===== src/cpu_pkg.sv =====
`default_nettype none

package cpu_pkg;

    //////////////////////////////////////////////////////////////////////
    // Widths
    //////////////////////////////////////////////////////////////////////

    // Data and address width
    localparam int data_w = 16;
    // Register index and register count
    localparam int reg_w = 4;
    localparam int reg_cnt = 1 << reg_w;
    // Instruction fields
    localparam int op_w = 4;
    localparam int cond_w = 3;
    localparam int imm_w = 8;
    localparam int off_w = 9;

    // Data memory size and word index width
    localparam int dmem_depth = 256;
    localparam int dmem_aw = $clog2(dmem_depth);

    // Byte step between instructions
    localparam logic [data_w-1:0] pc_step = 16'd2;
    // Saturation limits for ADD and SUB
    localparam logic [data_w-1:0] sat_max = 16'h7fff;
    localparam logic [data_w-1:0] sat_min = 16'h8000;

    //////////////////////////////////////////////////////////////////////
    // Opcodes and branch conditions
    //////////////////////////////////////////////////////////////////////

    localparam logic [op_w-1:0] op_add = 4'h0;
    localparam logic [op_w-1:0] op_sub = 4'h1;
    localparam logic [op_w-1:0] op_xor = 4'h2;
    localparam logic [op_w-1:0] op_sll = 4'h4;
    localparam logic [op_w-1:0] op_sra = 4'h5;
    localparam logic [op_w-1:0] op_ror = 4'h6;
    localparam logic [op_w-1:0] op_lw  = 4'h8;
    localparam logic [op_w-1:0] op_sw  = 4'h9;
    localparam logic [op_w-1:0] op_llb = 4'ha;
    localparam logic [op_w-1:0] op_lhb = 4'hb;
    localparam logic [op_w-1:0] op_b   = 4'hc;
    localparam logic [op_w-1:0] op_hlt = 4'hf;

    localparam logic [cond_w-1:0] cond_ne = 3'd0;
    localparam logic [cond_w-1:0] cond_eq = 3'd1;
    localparam logic [cond_w-1:0] cond_gt = 3'd2;
    localparam logic [cond_w-1:0] cond_lt = 3'd3;
    localparam logic [cond_w-1:0] cond_ge = 3'd4;
    localparam logic [cond_w-1:0] cond_le = 3'd5;
    localparam logic [cond_w-1:0] cond_ov = 3'd6;
    localparam logic [cond_w-1:0] cond_un = 3'd7;

    //////////////////////////////////////////////////////////////////////
    // Types
    //////////////////////////////////////////////////////////////////////

    // One instruction word, three decodings
    typedef union packed {
        // Register form, also LW and SW with rt as the 4-bit offset
        struct packed {
            logic [op_w-1:0]  opcode;
            logic [reg_w-1:0] rd;
            logic [reg_w-1:0] rs;
            logic [reg_w-1:0] rt;
        } r;
        // Byte loads
        struct packed {
            logic [op_w-1:0]  opcode;
            logic [reg_w-1:0] rd;
            logic [imm_w-1:0] imm;
        } i;
        // Conditional branch
        struct packed {
            logic [op_w-1:0]   opcode;
            logic [cond_w-1:0] cond;
            logic [off_w-1:0]  off;
        } b;
    } instr_u;

    // Flag register
    typedef struct packed {
        logic z;
        logic v;
        logic n;
    } flags_t;

endpackage

`default_nettype wire

===== src/cpu_stage_if.sv =====
`default_nettype none

// Decode to execute slot
interface dec_exe_if;
    import cpu_pkg::*;

    // Low means bubble
    logic              valid;
    instr_u            instr;
    // Address of the following instruction
    logic [data_w-1:0] pc_next;
    logic [reg_w-1:0]  rs_idx;
    logic [reg_w-1:0]  rt_idx;
    logic [data_w-1:0] rs_data;
    logic [data_w-1:0] rt_data;
    // Set only for a live write to a non-zero register
    logic              wr_en;

    modport source (output valid, instr, pc_next, rs_idx, rt_idx, rs_data, rt_data, wr_en);
    modport sink (input valid, instr, pc_next, rs_idx, rt_idx, rs_data, rt_data, wr_en);
endinterface


// Register writeback from the result stage
interface wb_if;
    import cpu_pkg::*;

    logic              wr_en;
    logic [reg_w-1:0]  wr_reg;
    logic [data_w-1:0] wr_data;

    modport source (output wr_en, wr_reg, wr_data);
    modport sink (input wr_en, wr_reg, wr_data);
endinterface

`default_nettype wire


===== src/cpu_decode.sv =====
`default_nettype none

module cpu_decode (
    input  logic                       clk,
    input  logic                       rst_n,
    output logic [cpu_pkg::data_w-1:0] imem_addr,
    input  cpu_pkg::instr_u            imem_data,
    input  logic                       redirect,
    input  logic [cpu_pkg::data_w-1:0] target,
    dec_exe_if.source                  dx,
    wb_if.sink                         wb
);
    import cpu_pkg::*;

    logic [data_w-1:0] pc;
    logic [data_w-1:0] pc_next;
    // Set once HLT has left decode
    logic              halted;
    logic              is_hlt;
    logic              slot_ok;
    logic [data_w-1:0] regs [reg_cnt];
    logic              wr_ok;
    logic [reg_w-1:0]  rs_idx;
    logic [reg_w-1:0]  rt_idx;
    logic              writes_reg;

    //////////////////////////////////////////////////////////////////////
    // PC
    //////////////////////////////////////////////////////////////////////

    assign imem_addr = pc;
    assign pc_next   = pc + pc_step;
    assign is_hlt    = (imem_data.r.opcode == op_hlt);
    // Slot dies under a taken branch or after halt
    assign slot_ok   = !halted && !redirect;

    always_ff @(posedge clk or negedge rst_n) begin
        if (!rst_n) begin
            pc     <= '0;
            halted <= 1'b0;
        end else begin
            // Redirect wins over a HLT sitting in decode
            if (redirect) begin
                pc <= target;
            end else if (!halted && !is_hlt) begin
                pc <= pc_next;
            end
            if (slot_ok && is_hlt) begin
                halted <= 1'b1;
            end
        end
    end

    //////////////////////////////////////////////////////////////////////
    // Register file
    //////////////////////////////////////////////////////////////////////

    // r0 is never written, so it reads zero
    assign wr_ok = wb.wr_en && (wb.wr_reg != '0);

    always_ff @(posedge clk or negedge rst_n) begin
        if (!rst_n) begin
            for (int i = 0; i < reg_cnt; i++) begin
                regs[i] <= '0;
            end
        end else if (wr_ok) begin
            regs[wb.wr_reg] <= wb.wr_data;
        end
    end

    // Same-cycle write passes straight to the read
    assign dx.rs_data = (wr_ok && wb.wr_reg == rs_idx) ? wb.wr_data : regs[rs_idx];
    assign dx.rt_data = (wr_ok && wb.wr_reg == rt_idx) ? wb.wr_data : regs[rt_idx];

    //////////////////////////////////////////////////////////////////////
    // Field decode
    //////////////////////////////////////////////////////////////////////

    always_comb begin
        rs_idx     = '0;
        rt_idx     = '0;
        writes_reg = 1'b0;
        case (imem_data.r.opcode)
            op_add, op_sub, op_xor: begin
                rs_idx     = imem_data.r.rs;
                rt_idx     = imem_data.r.rt;
                writes_reg = 1'b1;
            end
            // Shift amount and load offset sit in the rt field
            op_sll, op_sra, op_ror, op_lw: begin
                rs_idx     = imem_data.r.rs;
                writes_reg = 1'b1;
            end
            // Store data comes from rd
            op_sw: begin
                rs_idx = imem_data.r.rs;
                rt_idx = imem_data.r.rd;
            end
            // Byte loads modify rd in place
            op_llb, op_lhb: begin
                rs_idx     = imem_data.r.rd;
                writes_reg = 1'b1;
            end
            // B, HLT and the unused opcodes write nothing
            default: begin
                writes_reg = 1'b0;
            end
        endcase
    end

    assign dx.valid   = slot_ok;
    assign dx.instr   = imem_data;
    assign dx.pc_next = pc_next;
    assign dx.rs_idx  = rs_idx;
    assign dx.rt_idx  = rt_idx;
    assign dx.wr_en   = slot_ok && writes_reg && (imem_data.r.rd != '0);

    // Execute holds only bubbles straight out of reset
    a_no_early_redirect: assert property (@(posedge clk) $rose(rst_n) |-> !redirect)
        else $error("redirect on the first cycle after reset");

endmodule

`default_nettype wire


===== src/flat_wrapper.sv =====
// flat-port wrapper written by rule: the top's interface ports become plain ports
module cpu_decode_flat import cpu_pkg::*;
  (clk, rst_n, imem_addr, imem_data, redirect, target, dx_valid, dx_instr, dx_pc_next, dx_rs_idx, dx_rt_idx, dx_rs_data, dx_rt_data, dx_wr_en, wb_wr_en, wb_wr_reg, wb_wr_data);
  dec_exe_if dx_i ();
  wb_if wb_i ();
  input  logic clk;
  input  logic rst_n;
  output logic [cpu_pkg::data_w-1:0] imem_addr;
  input  cpu_pkg::instr_u imem_data;
  input  logic redirect;
  input  logic [cpu_pkg::data_w-1:0] target;
  output wire logic [$bits(dx_i.valid)-1:0] dx_valid;
  output wire logic [$bits(dx_i.instr)-1:0] dx_instr;
  output wire logic [$bits(dx_i.pc_next)-1:0] dx_pc_next;
  output wire logic [$bits(dx_i.rs_idx)-1:0] dx_rs_idx;
  output wire logic [$bits(dx_i.rt_idx)-1:0] dx_rt_idx;
  output wire logic [$bits(dx_i.rs_data)-1:0] dx_rs_data;
  output wire logic [$bits(dx_i.rt_data)-1:0] dx_rt_data;
  output wire logic [$bits(dx_i.wr_en)-1:0] dx_wr_en;
  input wire logic [$bits(wb_i.wr_en)-1:0] wb_wr_en;
  input wire logic [$bits(wb_i.wr_reg)-1:0] wb_wr_reg;
  input wire logic [$bits(wb_i.wr_data)-1:0] wb_wr_data;
  assign dx_valid = dx_i.valid;
  assign dx_instr = dx_i.instr;
  assign dx_pc_next = dx_i.pc_next;
  assign dx_rs_idx = dx_i.rs_idx;
  assign dx_rt_idx = dx_i.rt_idx;
  assign dx_rs_data = dx_i.rs_data;
  assign dx_rt_data = dx_i.rt_data;
  assign dx_wr_en = dx_i.wr_en;
  assign wb_i.wr_en = wb_wr_en;
  assign wb_i.wr_reg = wb_wr_reg;
  assign wb_i.wr_data = wb_wr_data;
  cpu_decode u_core (.clk(clk), .rst_n(rst_n), .imem_addr(imem_addr), .imem_data(imem_data), .redirect(redirect), .target(target), .dx(dx_i), .wb(wb_i));
endmodule

===== config.mk =====
export PLATFORM = sky130hd
export DESIGN_NAME = cpu_decode_flat
export DESIGN_NICKNAME = d
export VERILOG_FILES = /design/src/cpu_pkg.sv /design/src/cpu_stage_if.sv /design/src/cpu_decode.sv /design/src/flat_wrapper.sv
export SDC_FILE = /design/constraint.sdc
export NUM_CORES = 1
export LEC_CHECK = 0
export ABC_AREA = 0
export BUFFER_PORTS_ARGS = -buffer_cell sky130_fd_sc_hd__buf_2
export CORE_MARGIN = 4
export CORE_UTILIZATION = 41
export CTS_CLUSTER_DIAMETER = 200
export DETAILED_ROUTE_END_ITERATION = 16
export MAX_ROUTING_LAYER = met4
export SLEW_MARGIN = 20
export SYNTH_ARGS = -nofsm -noshare
export SYNTH_HDL_FRONTEND = slang
export SYNTH_SLANG_ARGS = --single-unit

===== constraint.sdc =====
create_clock -name clk -period 3.9 [get_ports clk]
set_clock_uncertainty 0.05 [all_clocks]
set_input_delay 0.585 -clock clk [delete_from_list [all_inputs] [get_ports clk]]
set_output_delay 0.585 -clock clk [all_outputs]
set_load 0.02 [all_outputs]

# [Word level (Yosys, flattened, before mapping)]
# Index checks and enable logic that the tools add are counted.
[op_classes] add_sub_neg=1 magnitude_cmp=4 n_eq_ne=12 n_mux=16 bitwise_logic=3 reduce_logical=20
[op_table] cell="$bwmux 256" count=1
[op_table] cell="$mux 16" count=9
[op_table] cell="$bmux 16 s4" count=2
[op_table] cell="$demux 16 s4" count=1
[op_table] cell="$eq 4x4->1 const B" count=5
[op_table] cell="$add 16x2->16 const B" count=1
[op_table] cell="$pmux 4 s2" count=2
[op_table] cell="$ge 5x5->1 const B" count=3
[op_table] cell="$not 4->5" count=3
[op_table] cell="$eq 4x3->1 const B" count=3
[op_table] cell="$logic_and 1x1->1" count=9
[op_table] cell="$reduce_or 9->1" count=1
[op_table] cell="$eq 4x4->1" count=2
[op_table] cell="$reduce_bool 4->1" count=2
[op_table] cell="$reduce_or 8->1" count=1
[op_table] cell="$lt 5x1->1 const B" count=1
[op_table] cell="$eq 4x1->1 const B" count=1
[op_table] cell="$eq 4x2->1 const B" count=1
[op_table] cell="$logic_not 4->1" count=1
[op_table] cell="$logic_not 1->1" count=3
[op_table] cell="$reduce_or 3->1" count=1
[op_table] cell="$reduce_bool 2->1" count=1
[op_table] cell="$reduce_or 2->1" count=1
[op_table] cell="$mux 1" count=1
[totals] regBits=273 output_inout_bits=90 elab_cells=74

# [Logic depth before layout (Yosys ltp)]
# Gate-level depths: netlist of the first run.
[logic_depth] depth_word=8 depth_mapped=12 depth_no_buf=7

# [Worst setup path after synthesis of the first run]
# OpenSTA, ideal clock, no wires.
[synth_path] kind="input to output" start="input imem_data[15] in the netlist's numbering" end="output dx_rt_data[10]" arrival_ns=2.890 required_ns=3.265 slack_ns=0.375 cell_stages=11 path_buffers=4 path_cell_list="buf_4 -> buf_4 -> nand2b_1 -> a211o_1 -> buf_2 -> clkinv_1 -> clkbuf_1 -> nand2_1 -> nand3_1 -> a21boi_0 -> o41ai_1"
[synth_between] elab_chain_len=8 elab_cells_between_ends=13 classes_between="4 x eq/ne; 5 x mux; 1 x bitwise; 3 x reduce/logical"
[synth_rtl] item="start, declared" line="flat_wrapper.sv:9" rtl="input cpu_pkg::instr_u imem_data;"
[synth_rtl] item="$eq 4x1->1, or another cell as far along" line="cpu_decode.sv:83" rtl="case (imem_data.r.opcode)"
[synth_rtl] item="$reduce_or 3->1"
[synth_rtl] item="$pmux 4 s2 (*)" line="cpu_decode.sv:83"
[synth_rtl] item="named net dx_rt_idx[3]" line="flat_wrapper.sv:16" rtl="output wire logic [$bits(dx_i.rt_idx)-1:0] dx_rt_idx;"
[synth_rtl] item="$not 4->5 (implied by the code)" line="cpu_decode.sv:73" rtl="assign dx.rt_data = (wr_ok && wb.wr_reg == rt_idx) ? wb.wr_data : regs[rt_idx];"
[synth_rtl] item="$bmux 16 s4" line="cpu_decode.sv:73"
[synth_rtl] item="$mux 16 (implied by the code) (2 in series)" line="cpu_decode.sv:73"
[synth_rtl] item="$mux 16 (*)" line="cpu_decode.sv:73"
[synth_rtl] item="end, declared" line="flat_wrapper.sv:18" rtl="output wire logic [$bits(dx_i.rt_data)-1:0] dx_rt_data;"
# Mark *: on every way through the listed nets, which the timed path passes. The rest lies on a longest branch. The select of a mux whose other input is x is not followed.

# [Worst setup path after layout of the first run]
[layout_path] start="input imem_data[15] in the netlist's numbering" end="output dx_rt_data[6]"
[layout_between] elab_chain_len=8 elab_cells_between_ends=13 classes_between="4 x eq/ne; 5 x mux; 1 x bitwise; 3 x reduce/logical"
[layout_rtl] item="$eq 4x1->1, or another cell as far along" line="cpu_decode.sv:83"
[layout_rtl] item="$reduce_or 3->1"
[layout_rtl] item="$pmux 4 s2 (*)" line="cpu_decode.sv:83"
[layout_rtl] item="$not 4->5 (implied by the code)" line="cpu_decode.sv:73"
[layout_rtl] item="$bmux 16 s4" line="cpu_decode.sv:73"
[layout_rtl] item="$mux 16 (implied by the code) (2 in series)" line="cpu_decode.sv:73"
[layout_rtl] item="$mux 16 (*)" line="cpu_decode.sv:73"
# Every way passes the cells marked *; elsewhere a longest branch is shown, timed or not. The select of a mux whose other input is x is not followed.

==> results.md, run 1 <==
* Count leader, synth: nand2_1
* Post-synth ARST share at 100.0%
* P&R area growth vs syn at 16.24%
* Largest net degree at the start of global routing at 98
* CP endpoint kind: output port
* Crit Path Category: in -> out
* Post-synth EDFFs at 0
* Post-Syn Area at 15720 um^2
* Final HPWL DP at approximately 34000 um
* CTS root buf: clkbuf_16
* Worst EP arrival at between 3 and 4 ns
* CTS Buffer Depth at 3
* Critical Path Start: imem_data[15]
* Status: finished, violations left
* DRC at 0
* Post-Syn Instances at 1533
* Failing checks: hold timing
* Flops & latches, synth at between 200 and 300
* Initial DRC count at 1276
* Vias at approximately 13000
* CTS resizes at 0
* Max cap viols at 0
* Tcrit/Tclk final at 97.64%
* Fin nets at 1695
* Synth top area share at 43.45%
* Synthesized area per cell at about 10 um^2
* Adder-Cell Fraction of Synth Area at 0.07959%
* Slew @ Worst Pin at between 1 and 1.5 ns
* Final setup viols at 0
* Number of global-route vias before repair at 12630
* Layout cell share with drive strength beyond 1 at 34.90%
* GRT overflow at 0
* Post-synthesis mux area share at 25.69%
* Synth cell types at 67
* Max_slew headroom at about 24%
* Critical Path Start Type: input port
* Max rail drop VDD at 0.3240 mV
* Clock transition at path regs at 0.06 ns
* RSZ-0062 raised after global routing: no
* Top cells by area, synth: dfrtp_1 (43%), mux2_2 (17%), nand2_1 (7.2%)
* Total GRT Usage at 25.42%
* Max Freq at around 260 MHz
* Leak pwr at 8.036 nW
* Reg-to-reg startpoint: u_core.imem_addr[5]
* Compound-Gate Fraction of Synth Area at 7.776%
* Xor-xnor portion of the synthesized cell area at 1.448%
* CTS tree: done
* Commonest cells post-synth: nand2_1 (303), dfrtp_1 (273), mux2_2 (236), nand3_1 (139), clkbuf_1 (93)
* Worst hold path type: in -> async
* Vias per std cell at 5.914
* Register area share after synthesis at 43.45%
* Die H at around 200 um
* CTS buffer count at 31
* # IOs at 146
* First-pass DRT Iterations at 6
* Initial antenna violation count at 1
* Port bufs at 145
* Post-synthesis simple-gate area fraction at 16.77%
* Final hold violation count at 9
* Global-route wire length before repair at about 80000 um
* Die width at 203.8 um
* DIE AREA at 41540 um^2
* Largest family of logic cells by synthesized area: multiplexers
* TNS Setup at 0 ns
* Final Slew Violations at 0
* Crit path required time at 3.26 ns
* DRT Wirelength at 52580 um
* Hold_ws at -0.03397 ns
* Worst-path fanout max at 12
* Per-cell routed wire length at 24.18 um
* Main flop type after synthesis: dfrtp_1
* DRT antenna net count at 0
* YS warnings at 0
* Total power at roughly 9.1 mW
* Hold Buf Count CTS at 0
* Post-synthesis net count at 1590
* Worst-Skew Late Latency at 0.57 ns
* Post-route minimum period at ~3.8 ns
* Core area at around 38000 um^2
* Synth area leader: dfrtp_1
* RD Place Congestion at 0.8538
* Site Rows at 71
* Total setup buffers inserted after CTS at 0
* Clk sinks at roughly 270
* Initial core utilization at 41.64%
* Pwr per Cell Area at between 500 and 600 nW/um^2
* CTS HTree Levels at 1
## per-layer routing
metal	wire, um	up-vias	part of all wire (%)	GRT usage, %
met5	0	-	0	-
met4	1886	0	3.6	8.673
met3	3773	107	7.2	3.396
met2	24350	577	46	39.59
met1	22570	6488	43	34.61
li1	-	5684	-	-
## cell families (layout without fill, tap and decap cells)
| kind of cell | after synthesis | after routing |
|---|---|---|
| buffers and inverters | 165 | 294 |
| AOI/OAI and AO/OA | 167 | 167 |
| DFF | 273 | 273 |
| other | 0 | 1 |
| xor gates and xnor gates | 26 | 26 |
| muxes | 334 | 334 |
| adders and majority gates | 1 | 1 |
| and+or+nand+nor | 567 | 567 |
## cells in the final DEF, fill, tap and decap left out, types with 6 or more instances in the layout
master and instances:
nand2_1 303, dfrtp_1 273, mux2_2 236, buf_2 144
nand3_1 139, mux2i_1 66, buf_4 64, mux4_2 32
o22ai_1 32, clkbuf_16 31, a21oi_1 25, nand4_1 19
o21ai_0 19, nor2_1 17, nor2b_1 17, o31a_1 16
a211o_1 16, nand3b_1 15, a21boi_0 15, o41ai_1 15
buf_12 15, xor2_1 14, xnor2_1 12, clkinv_2 11
nand2b_1 10, inv_1 8, nor3_2 6, clkbuf_8 6
## flip-flops by register name (all words and copies together), names as in the netlist
register          cells
u_core.regs         256
u_core.imem_addr     16
u_core.halted         1
## area by class of cell
type	instances	area (um^2)
Multi-Input combinational cell	1095	8218
Clock inverter	16	141.4
Fill cell	3458	19480
Clock buffer	41	873.3
Inverter	13	51.30
Timing Repair Buffer	224	1516
Antenna cell	1	2.502
Tap cell	511	639.4
Sequential cell	273	6832
## report_power, final
group          total, mW  switching (mW)  internal (mW)
Sequential          3.94           0.496           3.44
Combinational       2.30            1.17           1.13
Clock               2.91            1.21           1.70
Total               9.15            2.87           6.27
## per-stage QoR
stage          setup slack (ns)  util [%]  instances  cell area [um^2]  hold slack, ns
3_5_place_dp             0.1103     45.70       2116             17260          0.3408
4_1_cts                  0.1091     48.39       2173             18270         0.01559
2_1_floorplan            0.3754         -       1533             15720          0.2394
6_report                0.09214     48.40       2174             18270        -0.03397
5_1_grt                 0.02874     48.40       2174             18270         0.03880
3_3_place_gp             0.1101     45.69       2116             17250          0.3363
## worst max-delay path, cell delays in order
cell	delay, ns
buf_2	0.12
buf_4	0.17
nand2b_1	0.15
a211o_2	0.34
nor3_2	0.85
buf_4	0.34
nand3_1	0.09
nand4_1	0.11
o41ai_1	0.09
buf_4	0.16
buf_2	0.16
## path summary, 6_finish.rpt
path / end / slack [ns] / depth (start not counted)
worst max-delay path: dx_rt_data[6] / 0.09 / 11
worst min-delay path: u_core.imem_addr[0] / -0.03 / 1
worst max register to register: u_core.imem_addr[12] / 2.04 / 6
worst min register to register: u_core.regs[248] / 0.35 / 0
max in group asynchronous: u_core.regs[48] / 2.83 / 2
min in group clk: u_core.imem_addr[8] / 0.18 / 3
No activity file was read; power rests on OpenSTA's default activity.
==> run 2, diff against run 1 <==
Settings changed: MAX_ROUTING_LAYER met4 to unset.
==> run 2 against run 1 <==
The run still ends with hold timing left. Sequential share of layout area unchanged. Flip-flop and latch count unchanged. Register-to-register slack about the same. Clock power about the same. First-iteration DRC count up 5.5%. Final cell count unchanged. Critical endpoint unchanged. Largest power group unchanged. Highest routed layer unchanged.
==> results.md, run 2 (synthesis results as in run 1) <==
* Vias at 12860
* Leak pwr at approximately 8 nW
* CTS tree: done
* # IOs at 146
* Worst-Skew Late Latency at between 0.5 and 0.6 ns
* Port bufs at 145
* RD Place Congestion at 0.8407
* Crit Path Category: in -> out
* Largest net degree at the start of global routing at 98
* Initial core utilization at 41.64%
* Number of global-route vias before repair at around 13000
* Final setup viols at 0
* Site Rows at 71
* Final HPWL DP at around 34000 um
* Slowest stage delay, CP at slightly above 0.8 ns
* First-pass DRT Iterations at 6
* Max rail drop VDD at 0.3221 mV
* DIE AREA at 41540 um^2
* Worst hold path type: in -> async
* Tcrit/Tclk final at about 100%
* Post-route minimum period at 3.793 ns
* Most frequent cells in the layout: nand2_1 (303), dfrtp_1 (273), mux2_2 (236)
* Reg with most FFs: u_core.regs
* Die width at 203.8 um
* CTS buffer count at 31
* Worst path cell trace: buf_2 > and2_1 > buf_4 > a211o_2 > nor3_2 > buf_4 > nand3_1 > nand4_1 > o41ai_1 > buf_4 > buf_2
* Fin nets at 1695
* Failing checks: hold timing
* Crit path required time at 3.26 ns
* Clock transition at path regs at 0.06 ns
* GRT overflow at 0
* Initial antenna violation count at 1
* Crit path max-delay cell type: nor3_2
* CP endpoint kind: output port
* Max_slew headroom at 25.39%
* Slew @ Worst Pin at 1.119 ns
* Per-cell routed wire length at 24.12 um
* TNS Setup at 0 ns
* Worst EP arrival at about 3.2 ns
* Worst-path fanout max at 9
* Max FFs per register at 256
* CTS resizes at 0
* Status: finished, violations left
* Most common cell after layout, fill and taps aside: nand2_1
* Hold_ws at -0.03336 ns
* Pwr per Cell Area at 500.0 nW/um^2
* Core area at 37760 um^2
* Max Freq at 263.7 MHz
* P&R area growth vs syn at 16.24%
* CTS HTree Levels at 1
* Clk sinks at 273
* Max cap viols at 0
* Die H at 203.8 um
* Layout cell share with drive strength beyond 1 at between 30% and 40%
* Critical path's most frequent cell: buf_4
* DRT antenna net count at 0
* RSZ-0062 raised after global routing: no
* Global-route wire length before repair at about 80000 um
* CTS root buf: clkbuf_16
* Total GRT Usage at 24.70%
* Total power at 9.138 mW
* Vias per std cell at 5.914
* Hold Buf Count CTS at 0
* Final Slew Violations at 0
* Final hold violation count at 9
* Critical Path Start Type: input port
* DRC at 0
* DRT Wirelength at 52440 um
* Total setup buffers inserted after CTS at 0
* CTS Buffer Depth at 3
* Initial DRC count at 1346
-- run 2: cell counts in the layout (fill, tap and decap cells not counted) --
Identical to the previous run, type by type.
-- run 2: final cells by class --
cell class / count / area, um^2
tap: 511 / 639.4
antenna: 1 / 2.502
fill: 3458 / 19480
timing repair buffer: 224 / 1516
clock buffer: 41 / 873.3
clock inverter: 16 / 141.4
inverter: 13 / 51.30
multi-input combinational: 1095 / 8218
sequential: 273 / 6832
-- run 2: critical path: cells and delay by family --
kind                   cells  cell delay (ns)
AND/OR/NAND/NOR            4             1.20
buffers and inverters      5             0.95
AO/OA/AOI/OAI              2             0.40
-- run 2: path summary, 6_finish.rpt --
path                       cells past startpoint              endpoint                 from  slack, ns
min                                            1   u_core.imem_addr[0]                rst_n      -0.03
min in group clk                               3   u_core.imem_addr[8]            target[8]       0.18
min reg2reg                                    0      u_core.regs[248]     u_core.regs[248]       0.35
max reg2reg                                    6  u_core.imem_addr[12]  u_core.imem_addr[5]       2.04
max                                           11         dx_rt_data[6]        imem_data[12]       0.11
max in group asynchronous                      2       u_core.regs[48]                rst_n       2.83
-- run 2: power by group --
part / total (mW) / internal (mW) / switching [mW] / leakage, nW
clock network: 2.90 / 1.70 / 1.20 / 0.508
registers: 3.94 / 3.44 / 0.494 / 3.37
logic: 2.30 / 1.13 / 1.17 / 4.16
total: 9.14 / 6.27 / 2.86 / 8.04
-- run 2: routing by layer --
| metal | wire [um] | global-route usage, % |
|---|---|---|
| met4 | 2099 | 9.323 |
| met1 | 22130 | 34.46 |
| met3 | 4041 | 3.729 |
| met2 | 24170 | 39.24 |
| met5 | 0 | 0 |
-- run 2: metrics by stage --
step | setup slack, ns | instances | hold WS [ns] | utilization [%] | cell area (um^2)
final | 0.1075 | 2174 | -0.03336 | 48.40 | 18270
after global routing | 0.02687 | 2173 | 0.05257 | 48.39 | 18270
after CTS | 0.1091 | 2173 | 0.01559 | 48.39 | 18270
after detailed placement | 0.1103 | 2116 | 0.3408 | 45.70 | 17260
after global placement | 0.1101 | 2116 | 0.3363 | 45.69 | 17250
after floorplan | 0.3754 | 1533 | 0.2394 | - | 15720
==> run 3, diff against run 2 <==
Settings changed: ABC_AREA 0 to 1.
==> run 3 against run 2 <==
The run now ends clean. Final area grew 5.7%. Hold slack gained 0.057 ns. Utilization shrank 1.4 points. Largest cell class unchanged. Combinational power grew 10%. Clock power grew 19%. Fmax grew 5.7%.
==> results.md, run 3 <==
* Max Freq at approximately 280 MHz
* CTS resizes at 0
* Vias at 17850
* Synth top area share at between 30% and 40%
* Highest routed layer: met4
* CTS HTree Levels at 2
* Total GRT Usage at 28.19%
* Final hold violation count at 0
* Leak pwr at 9.943 nW
* Final setup viols at 0
* Vias per std cell at 5.767
* Site Rows at 74
* CTS root buf: clkbuf_16
* Port bufs at between 100 and 150
* Max_slew headroom at 32.02%
* Register area share after synthesis at 39.84%
* TNS Setup at 0 ns
* CTS Buffer Depth at 3
* Synth area leader: dfrtp_1
* Crit path required time at between 3 and 4 ns
* Filler cells at 4183
* Slowest stage delay, CP at 0.65 ns
* Initial DRC count at roughly 2300
* Die width at ~210 um
* Top cells by area, synth: dfrtp_1 (40%), nand3_1 (21%), nand2_1 (15%)
* Die H at 212.5 um
* DIE AREA at 45160 um^2
* Reg with most FFs: u_core.regs
* Post-Syn Area at between 15000 and 20000 um^2
* RD Place Congestion at roughly 0.87
* Clk sinks at roughly 270
* Status: complete, no violations
* Post-synth ARST share at 100.0%
* Synthesized area per cell at 6.725 um^2
* CP endpoint kind: output port
* Met2 WL at between 20000 and 30000 um
* P&R area growth vs syn at 12.59%
* Crit Path Category: in -> out
* CP Buf/Inv Count at 4
* Fin nets at 2597
* Synth cell types at 33
* Total setup buffers inserted after CTS at 0
* Commonest cells post-synth: nand3_1 (718), nand2_1 (667), inv_1 (299), dfrtp_1 (273), o21ai_0 (241)
* Met3 wire len at 6900 um
* Cell family with most CP delay: simple AND/OR/NAND/NOR gates
* GRT overflow at 0
* Worst EP arrival at 2.95 ns
* First-pass DRT Iterations at 6
* CTS tree: done
* Most common cell after layout, fill and taps aside: nand3_1
* Tcrit/Tclk final at 91.96%
* Hold Buf Count CTS at 0
* Worst path cell trace: buf_2 > clkinv_2 > nand3_1 > o21ai_4 > buf_12 > nand3_1 > nand3_1 > nand3_1 > nand2_1 > nand2_1 > nand2_1 > buf_2
* DRC at 0
* Max cap viols at 0
* DRT antenna net count at 0
* Slew @ Worst Pin at 1.020 ns
* RSZ-0062 raised after global routing: no
* Initial core utilization at 41.71%
* # IOs at 146
* Global-route wire length before repair at around 100000 um
* CTS buffer count at 34
* Critical Path Stages at 12
* Initial antenna violation count at 0
* DRT Wirelength at ~64000 um
* Post-synthesis net count at 2607
* Per-cell routed wire length at ~21 um
* Critical Path Start Type: input port
* Flops & latches, synth at 273
* Main flop type after synthesis: dfrtp_1
* Post-route minimum period at 3.587 ns
* Layout cell share with drive strength beyond 1 at 10.89%
* Number of global-route vias before repair at approximately 17000
* Final Slew Violations at 0
* Worst-Skew Late Latency at 0.54 ns
* Metal-1 WL at around 27000 um
* Worst Reg-to-Reg Cells at 9
* Critical path's most frequent cell: nand3_1
* Final HPWL DP at 37000 um
* YS warnings at 0
* Max FFs per register at 256
* Crit path max-delay cell type: o21ai_4
* Most frequent cells in the layout: nand3_1 (717), nand2_1 (654), inv_1 (299)
* Largest net degree at the start of global routing at 130
* Max rail drop VDD at about 0.32 mV
* Worst hold path type: in -> async
* Core area at between 40000 and 50000 um^2
* Count leader, synth: nand3_1
* Clock transition at path regs at 0.06 ns
* Worst-path fanout max at about 50
* Post-Syn Instances at about 2600
* Pwr per Cell Area at 499.6 nW/um^2
* Post-synth EDFFs at 0
* Utilization after layout at 46.97%
* Ant diodes at 0
## run 3: final cells by class
type / instances / area, um^2 / area share (%)
Clock buffer: 47 / 991.0 / 5.133
Clock inverter: 12 / 216.5 / 1.121
Inverter: 305 / 1146 / 5.936
Multi-Input combinational cell: 1737 / 8215 / 42.55
Sequential cell: 273 / 6832 / 35.38
Tap cell: 532 / 665.6 / 3.448
Timing Repair Buffer: 189 / 1241 / 6.429
## run 3: report_power, final
part	total, mW	leakage (nW)	switching [mW]	internal (mW)
combinational	2.54	5.87	1.68	0.856
clock	3.45	0.593	1.28	2.17
sequential	3.65	3.48	0.291	3.36
## run 3: through the flow
stage                     hold slack (ns)  worst slack, ns  instance area, um^2  instances  total power [mW]
after floorplan                    0.2394            1.204                17150       2550             5.419
after global placement             0.3161           0.4420                18100       3036             6.148
after detailed placement           0.3156           0.4104                18100       3036             6.207
after CTS                         0.06352           0.4083                19310       3095             9.688
after global routing               0.1009           0.1825                19310       3095             10.22
final                             0.02318           0.3135                19310       3095             9.646
## run 3: cell families after synthesis
logic type / after synthesis / synth area share (%)
compound gates: 260 / 7.975
xor+xnor: 18 / 1.138
fa+ha+maj: 1 / 0.07295
buf+inv: 540 / 12.81
flops: 273 / 39.84
simple gates: 1458 / 38.17
## run 3: per-layer routing
metal | track usage (%) | vias to the layer above
li1 | - | 8244
met1 | 37.67 | 8401
met2 | 44.09 | 1018
met3 | 6.478 | 186
met4 | 12.17 | 0
met5 | 0 | -
## run 3: path summary, 6_finish.rpt
kind	slack, ns	from	to
worst max-delay path	0.31	imem_data[14]	dx_rs_data[10]
worst min-delay path	0.02	rst_n	u_core.imem_addr[9]
worst max register to register	1.89	u_core.imem_addr[2]	u_core.imem_addr[15]
worst min register to register	0.33	u_core.regs[247]	u_core.regs[247]
max in group asynchronous	2.92	rst_n	u_core.regs[38]
min in group clk	0.22	target[8]	u_core.imem_addr[8]
